`src/lc3b_perf_pkg.sv`:
```
// LC-3b word and opcode types, counter types, event and request structs, counter address map
package lc3b_perf_pkg;

  // Machine word, also used for addresses
  typedef logic [15:0] lc3b_word;

  // LC-3b opcode field encodings
  typedef enum logic [3:0] {
    op_br   = 4'b0000,
    op_add  = 4'b0001,
    op_ldb  = 4'b0010,
    op_stb  = 4'b0011,
    op_jsr  = 4'b0100,
    op_and  = 4'b0101,
    op_ldr  = 4'b0110,
    op_str  = 4'b0111,
    op_rti  = 4'b1000,
    op_not  = 4'b1001,
    op_ldi  = 4'b1010,
    op_sti  = 4'b1011,
    op_jmp  = 4'b1100,
    op_shf  = 4'b1101,
    op_lea  = 4'b1110,
    op_trap = 4'b1111
  } lc3b_opcode;

  localparam int PERF_NUM_COUNTERS = 9;

  typedef logic [15:0] perf_count_t;
  // 0 is no counter, 1..9 select counters 0..8
  typedef logic [3:0] perf_sel_t;
  typedef logic [PERF_NUM_COUNTERS-1:0] perf_clear_t;

  localparam perf_count_t PERF_COUNT_MAX = 16'hFFFF;

  // Counter address map, one even word per counter
  localparam lc3b_word PERF_ADDR_L2_HIT       = 16'hFFF0;
  localparam lc3b_word PERF_ADDR_L2_MISS      = 16'hFFEE;
  localparam lc3b_word PERF_ADDR_DL1_HIT      = 16'hFFEC;
  localparam lc3b_word PERF_ADDR_DL1_MISS     = 16'hFFEA;
  localparam lc3b_word PERF_ADDR_IL1_HIT      = 16'hFFE8;
  localparam lc3b_word PERF_ADDR_IL1_MISS     = 16'hFFE6;
  localparam lc3b_word PERF_ADDR_BR_PREDICT   = 16'hFFE4;
  localparam lc3b_word PERF_ADDR_BR_MISPREDICT = 16'hFFE2;
  localparam lc3b_word PERF_ADDR_STALL        = 16'hFFE0;

  // Per-cycle event strobes, in counter order
  typedef struct packed {
    logic l2_hit;
    logic l2_miss;
    logic dl1_hit;
    logic dl1_miss;
    logic il1_hit;
    logic il1_miss;
    logic br_predict;
    logic br_mispredict;
    logic stall;
  } perf_events_t;

  // Registered request passed to the counter bank and read stage
  typedef struct packed {
    logic        rd;
    perf_clear_t clear;
    perf_sel_t   sel;
  } perf_req_t;

  typedef perf_count_t [PERF_NUM_COUNTERS-1:0] perf_count_vec_t;

endpackage

```
`src/address_decode.sv`:
```
// Address decode: counter address and opcode to counter select and one-hot clear lines
`timescale 1ns/1ps

module address_decode (
  input  lc3b_perf_pkg::lc3b_word    mem_address,
  input  lc3b_perf_pkg::lc3b_opcode  opcode,
  output lc3b_perf_pkg::perf_sel_t   sel,
  output lc3b_perf_pkg::perf_clear_t clear
);

  logic is_store;

  // Only word stores clear a counter
  assign is_store = (opcode == lc3b_perf_pkg::op_str) ||
                    (opcode == lc3b_perf_pkg::op_sti);

  always_comb begin
    case (mem_address)
      // L2 hits
      lc3b_perf_pkg::PERF_ADDR_L2_HIT: begin
        sel = 4'd1;
      end
      // L2 misses
      lc3b_perf_pkg::PERF_ADDR_L2_MISS: begin
        sel = 4'd2;
      end
      lc3b_perf_pkg::PERF_ADDR_DL1_HIT: begin
        sel = 4'd3;
      end
      lc3b_perf_pkg::PERF_ADDR_DL1_MISS: begin
        sel = 4'd4;
      end
      lc3b_perf_pkg::PERF_ADDR_IL1_HIT: begin
        sel = 4'd5;
      end
      lc3b_perf_pkg::PERF_ADDR_IL1_MISS: begin
        sel = 4'd6;
      end
      // Branch predictor
      lc3b_perf_pkg::PERF_ADDR_BR_PREDICT: begin
        sel = 4'd7;
      end
      lc3b_perf_pkg::PERF_ADDR_BR_MISPREDICT: begin
        sel = 4'd8;
      end
      // Cycles spent stalled
      lc3b_perf_pkg::PERF_ADDR_STALL: begin
        sel = 4'd9;
      end
      default: begin
        sel = 4'd0;
      end
    endcase
  end

  // Clear line i follows select code i+1
  always_comb begin
    for (int i = 0; i < lc3b_perf_pkg::PERF_NUM_COUNTERS; i++) begin
      clear[i] = is_store && (sel == lc3b_perf_pkg::perf_sel_t'(i + 1));
    end
  end

endmodule : address_decode

```
`src/perf_request_stage.sv`:
```
// Request stage: qualifies memory strobes with the decoded counter address and registers them
`timescale 1ns/1ps

module perf_request_stage (
  input  logic                      clk,
  input  logic                      rst_n,
  input  logic                      mem_read,
  input  logic                      mem_write,
  input  lc3b_perf_pkg::lc3b_word   mem_address,
  input  lc3b_perf_pkg::lc3b_opcode opcode,
  output lc3b_perf_pkg::perf_req_t  req
);

  lc3b_perf_pkg::perf_sel_t   dec_sel;
  lc3b_perf_pkg::perf_clear_t dec_clear;
  lc3b_perf_pkg::perf_req_t   req_next;

  address_decode address_decode_i (
    .mem_address (mem_address),
    .opcode      (opcode),
    .sel         (dec_sel),
    .clear       (dec_clear)
  );

  always_comb begin
    req_next = '0;
    // Select only meaningful while a strobe is up
    if (mem_read || mem_write) begin
      req_next.sel = dec_sel;
    end
    req_next.rd = mem_read && (dec_sel != '0);
    // Store opcode alone is not enough, the write strobe must be up
    if (mem_write) begin
      req_next.clear = dec_clear;
    end
  end

  // One cycle of req per sampled request
  always_ff @(posedge clk) begin
    if (!rst_n) begin
      req <= '0;
    end else begin
      req <= req_next;
    end
  end

  // Memory stage never reads and writes in the same cycle
  a_no_read_and_write : assert property (
    @(posedge clk) disable iff (!rst_n)
    !(mem_read && mem_write)
  ) else $error("mem_read and mem_write high together");

endmodule : perf_request_stage

```
`src/perf_counter_bank.sv`:
```
// Counter bank: nine saturating event counters with store-driven clear
`timescale 1ns/1ps

module perf_counter_bank (
  input  logic                           clk,
  input  logic                           rst_n,
  input  lc3b_perf_pkg::perf_events_t    events,
  input  lc3b_perf_pkg::perf_req_t       req,
  output lc3b_perf_pkg::perf_count_vec_t counts
);

  // Event strobes indexed by counter number
  logic [lc3b_perf_pkg::PERF_NUM_COUNTERS-1:0] ev;

  assign ev = {
    events.stall,
    events.br_mispredict,
    events.br_predict,
    events.il1_miss,
    events.il1_hit,
    events.dl1_miss,
    events.dl1_hit,
    events.l2_miss,
    events.l2_hit
  };

  always_ff @(posedge clk) begin
    if (!rst_n) begin
      counts <= '0;
    end else begin
      for (int i = 0; i < lc3b_perf_pkg::PERF_NUM_COUNTERS; i++) begin
        // Clear wins over an event in the same cycle
        if (req.clear[i]) begin
          counts[i] <= '0;
        end else if (ev[i] && (counts[i] != lc3b_perf_pkg::PERF_COUNT_MAX)) begin
          counts[i] <= counts[i] + 16'd1;
        end
      end
    end
  end

  // At most one counter cleared per request
  a_clear_onehot : assert property (
    @(posedge clk) disable iff (!rst_n)
    $onehot0(req.clear)
  ) else $error("more than one counter clear line set");

  for (genvar g = 0; g < lc3b_perf_pkg::PERF_NUM_COUNTERS; g++) begin : g_check
    // Cleared counter reads zero next cycle even with an event present
    a_clear_zero : assert property (
      @(posedge clk) disable iff (!rst_n)
      req.clear[g] |=> (counts[g] == '0)
    ) else $error("counter %0d not zero after clear", g);

    // Counters only move down through a clear
    a_monotonic : assert property (
      @(posedge clk) disable iff (!rst_n)
      !req.clear[g] |=> (counts[g] >= $past(counts[g]))
    ) else $error("counter %0d decreased without clear", g);
  end

endmodule : perf_counter_bank

```
`src/perf_read_stage.sv`:
```
// Read stage: counter select mux with registered read data and hit flag
`timescale 1ns/1ps

module perf_read_stage (
  input  logic                           clk,
  input  logic                           rst_n,
  input  lc3b_perf_pkg::perf_req_t       req,
  input  lc3b_perf_pkg::perf_count_vec_t counts,
  output logic                           perf_hit,
  output lc3b_perf_pkg::perf_count_t     perf_rdata
);

  lc3b_perf_pkg::perf_count_t sel_count;

  // Select code i+1 names counter i
  always_comb begin
    sel_count = '0;
    for (int i = 0; i < lc3b_perf_pkg::PERF_NUM_COUNTERS; i++) begin
      if (req.sel == lc3b_perf_pkg::perf_sel_t'(i + 1)) begin
        sel_count = counts[i];
      end
    end
  end

  // Counts sampled here are the values before this edge's update
  always_ff @(posedge clk) begin
    if (!rst_n) begin
      perf_hit   <= 1'b0;
      perf_rdata <= '0;
    end else if (req.rd) begin
      perf_hit   <= 1'b1;
      perf_rdata <= sel_count;
    end else begin
      // Data forced to zero so the memory stage can OR it in
      perf_hit   <= 1'b0;
      perf_rdata <= '0;
    end
  end

  // Request stage only raises rd on a decoded counter address
  a_rd_has_sel : assert property (
    @(posedge clk) disable iff (!rst_n)
    req.rd |-> (req.sel != '0)
  ) else $error("counter read with no counter selected");

endmodule : perf_read_stage

```
`src/perf_counters.sv`:
```
// Performance counter top level: request stage, counter bank and read stage
`timescale 1ns/1ps

module perf_counters (
  input  logic                        clk,
  input  logic                        rst_n,
  input  logic                        mem_read,
  input  logic                        mem_write,
  input  lc3b_perf_pkg::lc3b_word     mem_address,
  input  lc3b_perf_pkg::lc3b_opcode   opcode,
  input  lc3b_perf_pkg::perf_events_t events,
  output logic                        perf_hit,
  output lc3b_perf_pkg::perf_count_t  perf_rdata
);

  lc3b_perf_pkg::perf_req_t       req;
  lc3b_perf_pkg::perf_count_vec_t counts;

  // Decode and register the memory stage request
  perf_request_stage perf_request_stage_i (
    .clk         (clk),
    .rst_n       (rst_n),
    .mem_read    (mem_read),
    .mem_write   (mem_write),
    .mem_address (mem_address),
    .opcode      (opcode),
    .req         (req)
  );

  perf_counter_bank perf_counter_bank_i (
    .clk    (clk),
    .rst_n  (rst_n),
    .events (events),
    .req    (req),
    .counts (counts)
  );

  // Data back to the memory stage two cycles after the request
  perf_read_stage perf_read_stage_i (
    .clk        (clk),
    .rst_n      (rst_n),
    .req        (req),
    .counts     (counts),
    .perf_hit   (perf_hit),
    .perf_rdata (perf_rdata)
  );

endmodule : perf_counters

```
`config.mk`:
```
export PLATFORM = sky130hd
export DESIGN_NAME = perf_counters
export DESIGN_NICKNAME = d
export VERILOG_FILES = /design/src/lc3b_perf_pkg.sv /design/src/address_decode.sv /design/src/perf_request_stage.sv /design/src/perf_counter_bank.sv /design/src/perf_read_stage.sv /design/src/perf_counters.sv
export SDC_FILE = /design/constraint.sdc
export NUM_CORES = 1
export LEC_CHECK = 0
export ABC_CLOCK_PERIOD_IN_PS = 4830
export CAP_MARGIN = 10
export CORE_MARGIN = 2
export CORE_UTILIZATION = 55
export DETAILED_ROUTE_END_ITERATION = 10
export DONT_BUFFER_PORTS = 1
export HOLD_SLACK_MARGIN = 0.06
export PLACE_DENSITY_LB_ADDON = 0.05
export SYNTH_ARGS = -nofsm -noshare
export SYNTH_HDL_FRONTEND = slang
export SYNTH_HIERARCHICAL = 1
export SYNTH_SLANG_ARGS = --single-unit
```
`constraint.sdc`:
```
create_clock -name clk -period 4.83 [get_ports clk]
set_input_delay 0.2415 -clock clk [delete_from_list [all_inputs] [get_ports clk]]
set_output_delay 0.2415 -clock clk [all_outputs]
set_load 0.01 [all_outputs]
```
==> metrics.txt, run 1 <==
Max stage delay on crit path=920 ps; commonest non-fill, non-tap cells in the layout=175 x dfxtp_1, 103 x nand2_1, 87 x a21oi_1, 59 x nor2_1; Layout area overhead=7.90%; Pwr per Cell Area=275 nW/um^2; Worst Skew=12.1 ps; largest net degree at the start of global routing=33; Hold WC Path Type=input pin to register; worst endpoint required time=between 5000 and 6000 ps; Remaining Overflow, GRT=0; drt first pass iters=6; FMAX=roughly 410 MHz; vias=9443; P_int=2.27 mW; CTS resizes=0; DP Cell Count=between 1000 and 1500; detailed placer's ending HPWL=20400 um; Final Non-Filler Cells=1409; cell family with most CP delay=simple AND/OR/NAND/NOR gates; switching portion of total power=23.7%; maximum clock path buffer count=2; Final Hold Viols=0; die width=139 um; Die ar.=~19000 sq um; slew margin rel.=29.3%; share of cells above drive strength 1=7.71%; Cells after Synth=approximately 1200; CP Buf/Inv Count=0; fraction of registers with async set/reset=0%; #FFs+latches synth=175; Final Critical Period=2410 ps; CTS Sinks=175; crit path DAT=~2700 ps; initial antenna violation count=0; global-route wire length before repair=44400 um; # rows=49; core area=17900 sq um; RSZ-0062 raised after global routing=false; IO buf count=0; Crit Path Max Fanout=19; Synth Warn #=6; clock network fraction of design power=46.7%; I/O pin total=50; pins over their slew limit=0; Mapped Nets=1226; vias per cell=~6.7; Final Net Count=1210; setup TNS=0 ps; Worst Setup End Kind=register; top_reg_cell synth=dfxtp_1; worst-margin pin slew=1060 ps; Inserted Clock Buffers=17; CTS tree=built; post-synth cell types=79; Gate power share=approximately 3.4%; Starting Density=between 50% and 60%; critical path class=register to register; number of synthesized flops with an enable pin=0; sequential power share=49.9%; critical path cell sequence=or3b_1, o2bb2ai_1, a211oi_1, a21oi_1; Placer Congestion=0.891; crit path launch type=register; total global-route track usage=28.6%; peak supply drop=approximately 260 uV; die height=139 um; Remaining DRCs=0; most common cell after layout, fill and taps aside=dfxtp_1; vias in the first global route=8045; sw power=0.703 mW; WL per Instance=19.9 um; sequential area share after synthesis=35.0%; Clock Tree Root=clkbuf_16; H-tree depth=4; slowest CP cell=or3b_1; First DRT Iteration DRCs=~980; clk slew on worst S/H paths=70 ps; Leak=between 3 and 4 nW; clk_lat worst skew=440 ps; diode count=0; max-cap violations=0; Detailed Route WL=around 28000 um; Finish-stage setup viols=0; Avg Inst Size Synth=8.44 sq um; Routed Antenna Nets=0; outcome=complete, no violations; Final Cycle Share=49.9%; synthesized cell area=10000 sq um
state kept, by name (all words and copies together), names as in the netlist:
register / count
perf_counter_bank_i/counts: 144
perf_read_stage_i/perf_hit: 1
perf_read_stage_i/perf_rdata: 16
perf_request_stage_i/req: 14
synth_stat cells (8+ instances only):
cell type / number / area share (%)
and4_1: 26 / 2.3
o2bb2ai_4: 8 / 2.2
nor2b_1: 11 / 0.69
and3_2: 10 / 0.75
o21ai_0: 35 / 1.8
nor2_1: 59 / 2.2
nand2_1: 103 / 3.9
ha_1: 9 / 1.1
a211oi_1: 31 / 2.3
o31ai_1: 23 / 1.7
and2_1: 13 / 0.81
a21oi_2: 8 / 0.70
clkbuf_1: 29 / 1.1
o221ai_2: 8 / 1.2
a31oi_1: 21 / 1.3
or3_1: 16 / 1.0
o41ai_1: 12 / 1.1
a21o_1: 14 / 1.1
dfxtp_1: 175 / 35
nand2b_1: 40 / 2.5
nor4_1: 31 / 1.9
o311ai_0: 8 / 0.70
a22oi_1: 28 / 2.1
and3_1: 12 / 0.75
buf_2: 17 / 0.85
nand3_1: 47 / 2.4
nor3_1: 32 / 1.6
a21oi_1: 87 / 4.4
or4_1: 23 / 1.7
nand4_1: 47 / 2.9
inv_1: 44 / 1.7
mux2i_1: 37 / 3.7
per-layer routing:
layer	GRT usage [%]	share of wire [%]	wire, um	vias to the layer above
li1	-	-	-	4563
met1	43.0	47	13300	4524
met2	41.7	44	12200	325
met3	6.56	7.6	2150	31
met4	6.33	1.4	388	0
met5	0	0	0	-
area by class of cell:
type	instances	area (sq um)
Timing Repair Buffer	22	198
Sequential cell	175	3500
Tap cell	229	287
Inverter	44	165
Multi-Input combinational cell	908	6050
Fill cell	1641	7120
Clock inverter	14	159
Clock buffer	17	425
worst paths after layout:
check / startpoint / endpoint / slack, ps / cells past startpoint
worst max-delay path: perf_request_stage_i/req[2] / perf_read_stage_i/perf_rdata[13] / 2420 / 4
worst min-delay path: events[3] / perf_counter_bank_i/counts[82] / 70 / 2
worst max register to register: perf_request_stage_i/req[2] / perf_read_stage_i/perf_rdata[13] / 2420 / 4
worst min register to register: perf_counter_bank_i/counts[63] / perf_counter_bank_i/counts[63] / 500 / 2
repair_timing:
action                                  in CTS  in global routing
endpoints found under the hold margin       27                  0
hold buffers                                13                  0
setup buffers                                0                  0
endpoints found under the setup margin       0                  0
cell families after synthesis:
logic type	share of synthesized area (%)
xor+xnor	1.14
compound gates	26.2
mux	3.70
fa+ha+maj	1.13
buf+inv	4.59
simple gates	28.2
flops	35.0
power by group through the flow:
stage               registers, mW  logic, mW  clock network [mW]
floorplan                    1.50     0.0739                   0
global placement             1.51     0.0864                   0
detailed placement           1.51     0.0890                   0
CTS                          1.48      0.101                1.41
global route                 1.48      0.114                1.47
finish                       1.48      0.101                1.39
metrics by stage:
step | cell area, sq um | power (mW) | utilization [%] | worst slack, ps | hold slack, ps
CTS | 10800 | 2.99 | 60.3 | 2460 | 62.1
finish | 10800 | 2.97 | 60.3 | 2420 | 66.2
detailed placement | 10100 | 1.60 | 56.3 | 2460 | 380
floorplan | 10000 | 1.58 | - | 2960 | 361
global placement | 10100 | 1.60 | 56.3 | 2530 | 382
global route | 10800 | 3.06 | 60.3 | 2210 | 67.3
(Power assumes the default switching activity.)
==> run 2, diff against run 1 <==
- ABC_CLOCK_PERIOD_IN_PS: 4830 -> 2300
- clock period: 4.83 -> 2.3 ns (I/O delays scaled with it)
==> metrics.txt, run 2 (synthesized netlist as in run 1, its figures left out) <==
Inserted Clock Buffers=17 (unchanged); detailed placer's ending HPWL=21300 um (+4.7%); Worst R2R End=perf_counter_bank_i/counts[30]; Pwr per Cell Area=568 nW/um^2 (+110%); Worst R2R Path Depth=5 (+1); CTS Sinks=175 (unchanged); vias=9661 (+2.3%); die width=139 um (unchanged); Crit Reg-Reg Startpoint=perf_counter_bank_i/counts[16]; share of cells above drive strength 1=9.19% (+1.5 points); critical path class=input pin to register; commonest non-fill, non-tap cells in the layout=175 x dfxtp_1, 103 x nand2_1, 87 x a21oi_1, 59 x nor2_1; initial antenna violation count=0 (unchanged); setup TNS=0 ps (unchanged); critical path cell sequence=dlygate4sd3_1, nand2_1, inv_1, o221ai_1, a21oi_1; First DRT Iteration DRCs=941 (-3.8%); IO buf count=0 (unchanged); WHS Path Cells=3 (+1); slowest CP cell=dlygate4sd3_1; WL per Instance=20.5 um (+2.7%); # fillers=1631 (-0.61%); final worst slack=203 ps (-2220 ps); Worst Setup End Kind=register; Placed Area=10200 sq um (+1.6%); top flop regs=perf_counter_bank_i/counts x144, perf_read_stage_i/perf_rdata x16, perf_request_stage_i/req x14; Placer Congestion=0.956 (+7.2%); Finish-stage setup viols=0 (unchanged); Die ar.=19300 sq um (unchanged); diode count=0 (unchanged); CTS resizes=0 (unchanged); Starting Density=55.8% (unchanged); Remaining Overflow, GRT=0 (unchanged); Remaining DRCs=0 (unchanged); worst endpoint required time=2660 ps (-2490 ps); sequential power share=49.7% (-0.2 points); Final Total Pwr=6.25 mW (+110%); post-layout instance area=11000 sq um (+2.1%); worst reg-to-reg setup slack=220 ps (-2200 ps); cell family with most CP delay=buffers and inverters; maximum clock path buffer count=2 (unchanged); pins over their slew limit=0 (unchanged); number of flip-flops in the largest register=144 (unchanged); Final Util=61.5% (+1.3 points); Leak=3.36 nW (+3.8%); vias in the first global route=8470 (+5.3%); peak supply drop=519 uV (+97%); final hold slack=82.7 ps (+16.5 ps); Clock Tree Root=clkbuf_16; max-cap violations=0 (unchanged); die height=139 um (unchanged); Reg with most FFs=perf_counter_bank_i/counts; drt first pass iters=6 (unchanged); Gate power share=3.9% (+0.5 points); Final Non-Filler Cells=1437 (+2.0%); FMAX=477 MHz; Hold WC Path Type=input pin to register; Crit Path Max Fanout=17 (-2); Layout area overhead=10.2%; sw power=1.47 mW (+110%); total global-route track usage=30.1% (+1.5 points); worst-margin pin slew=813 ps (-247 ps); Routed Antenna Nets=0 (unchanged); RSZ-0062 raised after global routing=false; clock network fraction of design power=46.4% (-0.3 points); Hold Startpoint=opcode[1]; I/O pin total=50 (unchanged); crit path launch type=input pin; Final Hold Viols=0 (unchanged); slew margin rel.=45.6% (+16 points); Final Net Count=1237 (+2.2%); global-route wire length before repair=46600 um (+4.8%); crit path DAT=2460 ps (-270 ps); CTS tree=built; P_int=4.78 mW (+110%); Final Cycle Share=91.2%; CP Buf/Inv Count=2 (+2); switching portion of total power=23.5% (-0.21 points); vias per cell=6.72 (+0.32%); H-tree depth=4 (unchanged); outcome=complete, no violations; most common cell after layout, fill and taps aside=dfxtp_1; Max stage delay on crit path=1050 ps (+130 ps); core area=17900 sq um (unchanged); clk slew on worst S/H paths=70 ps (about the same); Final Critical Period=2100 ps; largest net degree at the start of global routing=29 (-12%); clk_lat worst skew=430 ps (about the same); Worst Skew=8.46 ps (-3.68 ps); DP Cell Count=1385 (+1.5%); worst slack at placement=302 ps (-2160 ps); Detailed Route WL=29400 um (+4.8%); Hold EP=perf_request_stage_i/req[4]; # rows=49 (unchanged)
==> run 2: cell types whose count changed in the layout (fill, tap and decap cells not counted), moves of 2 or more <==
cell | before | now
buf_4 | 9 | 28
inv_6 | 4 | 2
clkinvlp_4 | 1 | 5
clkinv_4 | 4 | 1
dlygate4sd3_1 | 13 | 20
==> run 2: worst max-delay path by stage <==
| stage | slack, ps | end | start | cells after the start |
|---|---|---|---|---|
| CTS | 230 | perf_read_stage_i/perf_rdata[0] | rst_n | 5 |
| finish | 200 | perf_read_stage_i/perf_rdata[0] | rst_n | 5 |
| floorplan | 430 | perf_counter_bank_i/counts[59] | perf_counter_bank_i/counts[48] | 6 |
| detailed placement | 300 | perf_counter_bank_i/counts[30] | perf_counter_bank_i/counts[16] | 5 |
| global placement | 330 | perf_counter_bank_i/counts[24] | perf_counter_bank_i/counts[17] | 5 |
| global route | 80 | perf_counter_bank_i/counts[30] | perf_counter_bank_i/counts[16] | 5 |
==> run 2: routing by layer <==
metal	track usage [%]	wire length [um]	up-vias
li1	-	-	4618
met1	45.8	14000	4602
met2	43.6	12500	404
met3	5.21	2320	37
met4	8.51	613	0
met5	0	0	-
==> run 2: power by group through the flow <==
stage / registers, mW / logic [mW] / clock network (mW)
2_1_floorplan: 3.16 / 0.155 / 0
3_3_place_gp: 3.18 / 0.191 / 0
3_5_place_dp: 3.18 / 0.196 / 0
4_1_cts: 3.11 / 0.240 / 2.93
5_1_grt: 3.11 / 0.273 / 3.05
6_report: 3.11 / 0.243 / 2.90
==> run 2: timing repair <==
item / 4_1_cts / 5_1_grt
hold buffers: 20 / 0
buffers inserted: 0 / 0
endpoints found under the hold margin: 74 / 0
endpoints found under the setup margin: 0 / 0
==> run 2: tightest hold or removal path, delay by kind of cell <==
kind / cells / cell delay [ps]
AND/OR/NAND/NOR: 2 / 260
AO/OA/AOI/OAI: 1 / 90
==> run 2: cell type report <==
class / instances / area [sq um] / area share (%)
Clock inverter: 13 / 139 / 1.26
Timing Repair Buffer: 49 / 430 / 3.91
Multi-Input combinational cell: 908 / 6050 / 54.9
Sequential cell: 175 / 3500 / 31.8
Inverter: 44 / 165 / 1.50
Tap cell: 229 / 287 / 2.60
Clock buffer: 19 / 443 / 4.02
==> run 3, diff against run 2 <==
- ABC_CLOCK_PERIOD_IN_PS: 2300 -> 2200
- clock period: 2.3 -> 2.2 ns (I/O delays scaled with it)
==> metrics.txt, run 3 (synthesized netlist as in run 1, its figures left out) <==
outcome=complete, no violations; Worst Skew=11.3 ps (+2.86 ps); RSZ-0062 raised after global routing=false; total global-route track usage=29.2% (-0.82 points); Placer Congestion=0.894 (-6.5%); Final Total Pwr=6.53 mW (+4.4%); vias=9626 (-0.36%); I/O pin total=50 (unchanged); core area=17900 sq um (unchanged); sw power=1.58 mW (+7.5%); H-tree depth=4 (unchanged); met1 Resource Use GR=45.6% (-0.13 points); WL per Instance=19.6 um (-4.4%); GRT met3 Usage=5.01% (-0.21 points); pins over their slew limit=0 (unchanged); die width=139 um (unchanged); maximum clock path buffer count=2 (unchanged); switching portion of total power=24.2% (+0.70 points); M2 GR Usage=42.3% (-1.3 points); vias per cell=6.61 (-1.7%); critical path cell sequence=ha_1, and3_1, nand4_1, nand3_1, a21oi_1, dlygate4sd3_1; peak supply drop=607 uV (+17%); Clock Tree Root=clkbuf_16; clk_lat worst skew=440 ps (about the same); clk slew on worst S/H paths=70 ps (about the same); sequential power share=49.7% (about the same); Hold WC Path Type=input pin to register; FF+latch area=3500 sq um (unchanged); FMAX=roughly 490 MHz; largest net degree at the start of global routing=29 (unchanged); Reg with most FFs=perf_counter_bank_i/counts; worst-margin pin slew=846 ps (+33.3 ps); worst endpoint required time=2520 ps (-140 ps); max-cap violations=0 (unchanged); Inserted Clock Buffers=17 (unchanged); detailed placer's ending HPWL=20700 um (-2.8%); slew margin rel.=43.4% (-2.2 points); commonest non-fill, non-tap cells in the layout=175 x dfxtp_1, 103 x nand2_1, 87 x a21oi_1, 59 x nor2_1, 50 x buf_4; Routed Antenna Nets=0 (unchanged); die height=139 um (unchanged); most common cell after layout, fill and taps aside=dfxtp_1; Finish-stage setup viols=0 (unchanged); Final Cycle Share=92.1%; IO buf count=0 (unchanged); # fillers=1610 (-1.3%); diode count=0 (unchanged); number of flip-flops in the largest register=144 (unchanged); vias in the first global route=8322 (-1.7%); crit path DAT=2340 ps (-120 ps); Max stage delay on crit path=560 ps (-490 ps); Leak=3.47 nW (+3.4%); Final Net Count=1257 (+1.6%); P_int=4.95 mW (+3.4%); Die ar.=19300 sq um (unchanged); Starting Density=55.8% (unchanged); Gate power share=4.0% (about the same); critical path class=register to register; First DRT Iteration DRCs=991 (+5.3%); top flop regs=perf_counter_bank_i/counts x144, perf_read_stage_i/perf_rdata x16, perf_request_stage_i/req x14; Detailed Route WL=28500 um (-3.0%); Crit Path Max Fanout=5 (-12); initial antenna violation count=0 (unchanged); Pwr per Cell Area=584 nW/um^2 (+2.9%); clock network fraction of design power=46.3% (about the same); GR peak layer=met1; Remaining DRCs=0 (unchanged); CTS tree=built; # rows=49 (unchanged); slowest CP cell=dlygate4sd3_1; crit path launch type=register; Final Critical Period=between 2000 and 2500 ps; setup TNS=0 ps (unchanged); share of cells above drive strength 1=11.1% (+1.9 points); area of the multi-input gates=6060 sq um (+0.21%); Final Hold Viols=0 (unchanged); Layout area overhead=11.8%; CTS Sinks=175 (unchanged); Worst Setup End Kind=register; drt first pass iters=6 (unchanged); Remaining Overflow, GRT=0 (unchanged); global-route wire length before repair=45800 um (-1.7%)
-- run 3: changes by cell type in the layout (fill, tap and decap cells not counted), moves of 2 or more --
cell	delta
clkinv_2	-2
dlygate4sd3_1	-2
clkinvlp_4	-2
clkinv_4	+2
inv_6	+2
buf_4	+22
-- run 3: area by class of cell --
type | count | share of cell area, %
multi-input combinational | 908 | 54.2
clock inverter | 13 | 1.16
clock buffer | 19 | 4.05
inverter | 44 | 1.48
sequential | 175 | 31.3
timing repair buffer | 69 | 5.15
tap | 229 | 2.56
-- run 3: power by group through the flow --
stage	sequential [mW]	combinational, mW	clock (mW)
after floorplan	3.30	0.162	0
after global placement	3.32	0.210	0
after detailed placement	3.32	0.214	0
after CTS	3.24	0.258	3.05
after global routing	3.25	0.294	3.20
final	3.25	0.262	3.02
-- run 3: worst paths after layout --
check	startpoint	endpoint	slack, ps	cells past startpoint
max	perf_counter_bank_i/counts[48]	perf_counter_bank_i/counts[49]	170	6
min	rst_n	perf_counter_bank_i/counts[110]	80	3
max reg2reg	perf_counter_bank_i/counts[48]	perf_counter_bank_i/counts[49]	170	6
min reg2reg	perf_counter_bank_i/counts[89]	perf_counter_bank_i/counts[89]	500	2
-- run 3: routing by layer --
metal	vias to the layer above	share of wire [%]
met2	371	43
met5	-	0
li1	4656	-
met3	26	7.0
met1	4573	49
met4	0	1.2
-- run 3: repair_timing --
item,4_1_cts,5_1_grt
buffers inserted,0,1
setup endpoints to repair,0,1
hold endpoints to repair,94,0
resized for setup,0,3
hold buffers,18,0
-- run 3: worst max-delay path: cells and delay by family, from the launching register on --
family	cells	cell delay, ps
buffers and inverters	1	560
DFF	1	400
AOI/OAI and AO/OA	1	60
adders and majority gates	1	230
and+or+nand+nor	3	660
-- run 3: through the flow --
step | cell area, sq um | hold slack, ps | setup WS (ps) | std cells | utilization (%)
detailed placement | 10400 | 250 | 251 | 1406 | 58.1
global placement | 10400 | 250 | 292 | 1406 | 58.1
CTS | 11200 | 65.4 | 81.9 | 1456 | 62.3
global route | 11200 | 82.9 | 4.60 | 1457 | 62.4
finish | 11200 | 81.1 | 175 | 1457 | 62.4
floorplan | 10000 | 229 | 333 | 1184 | -
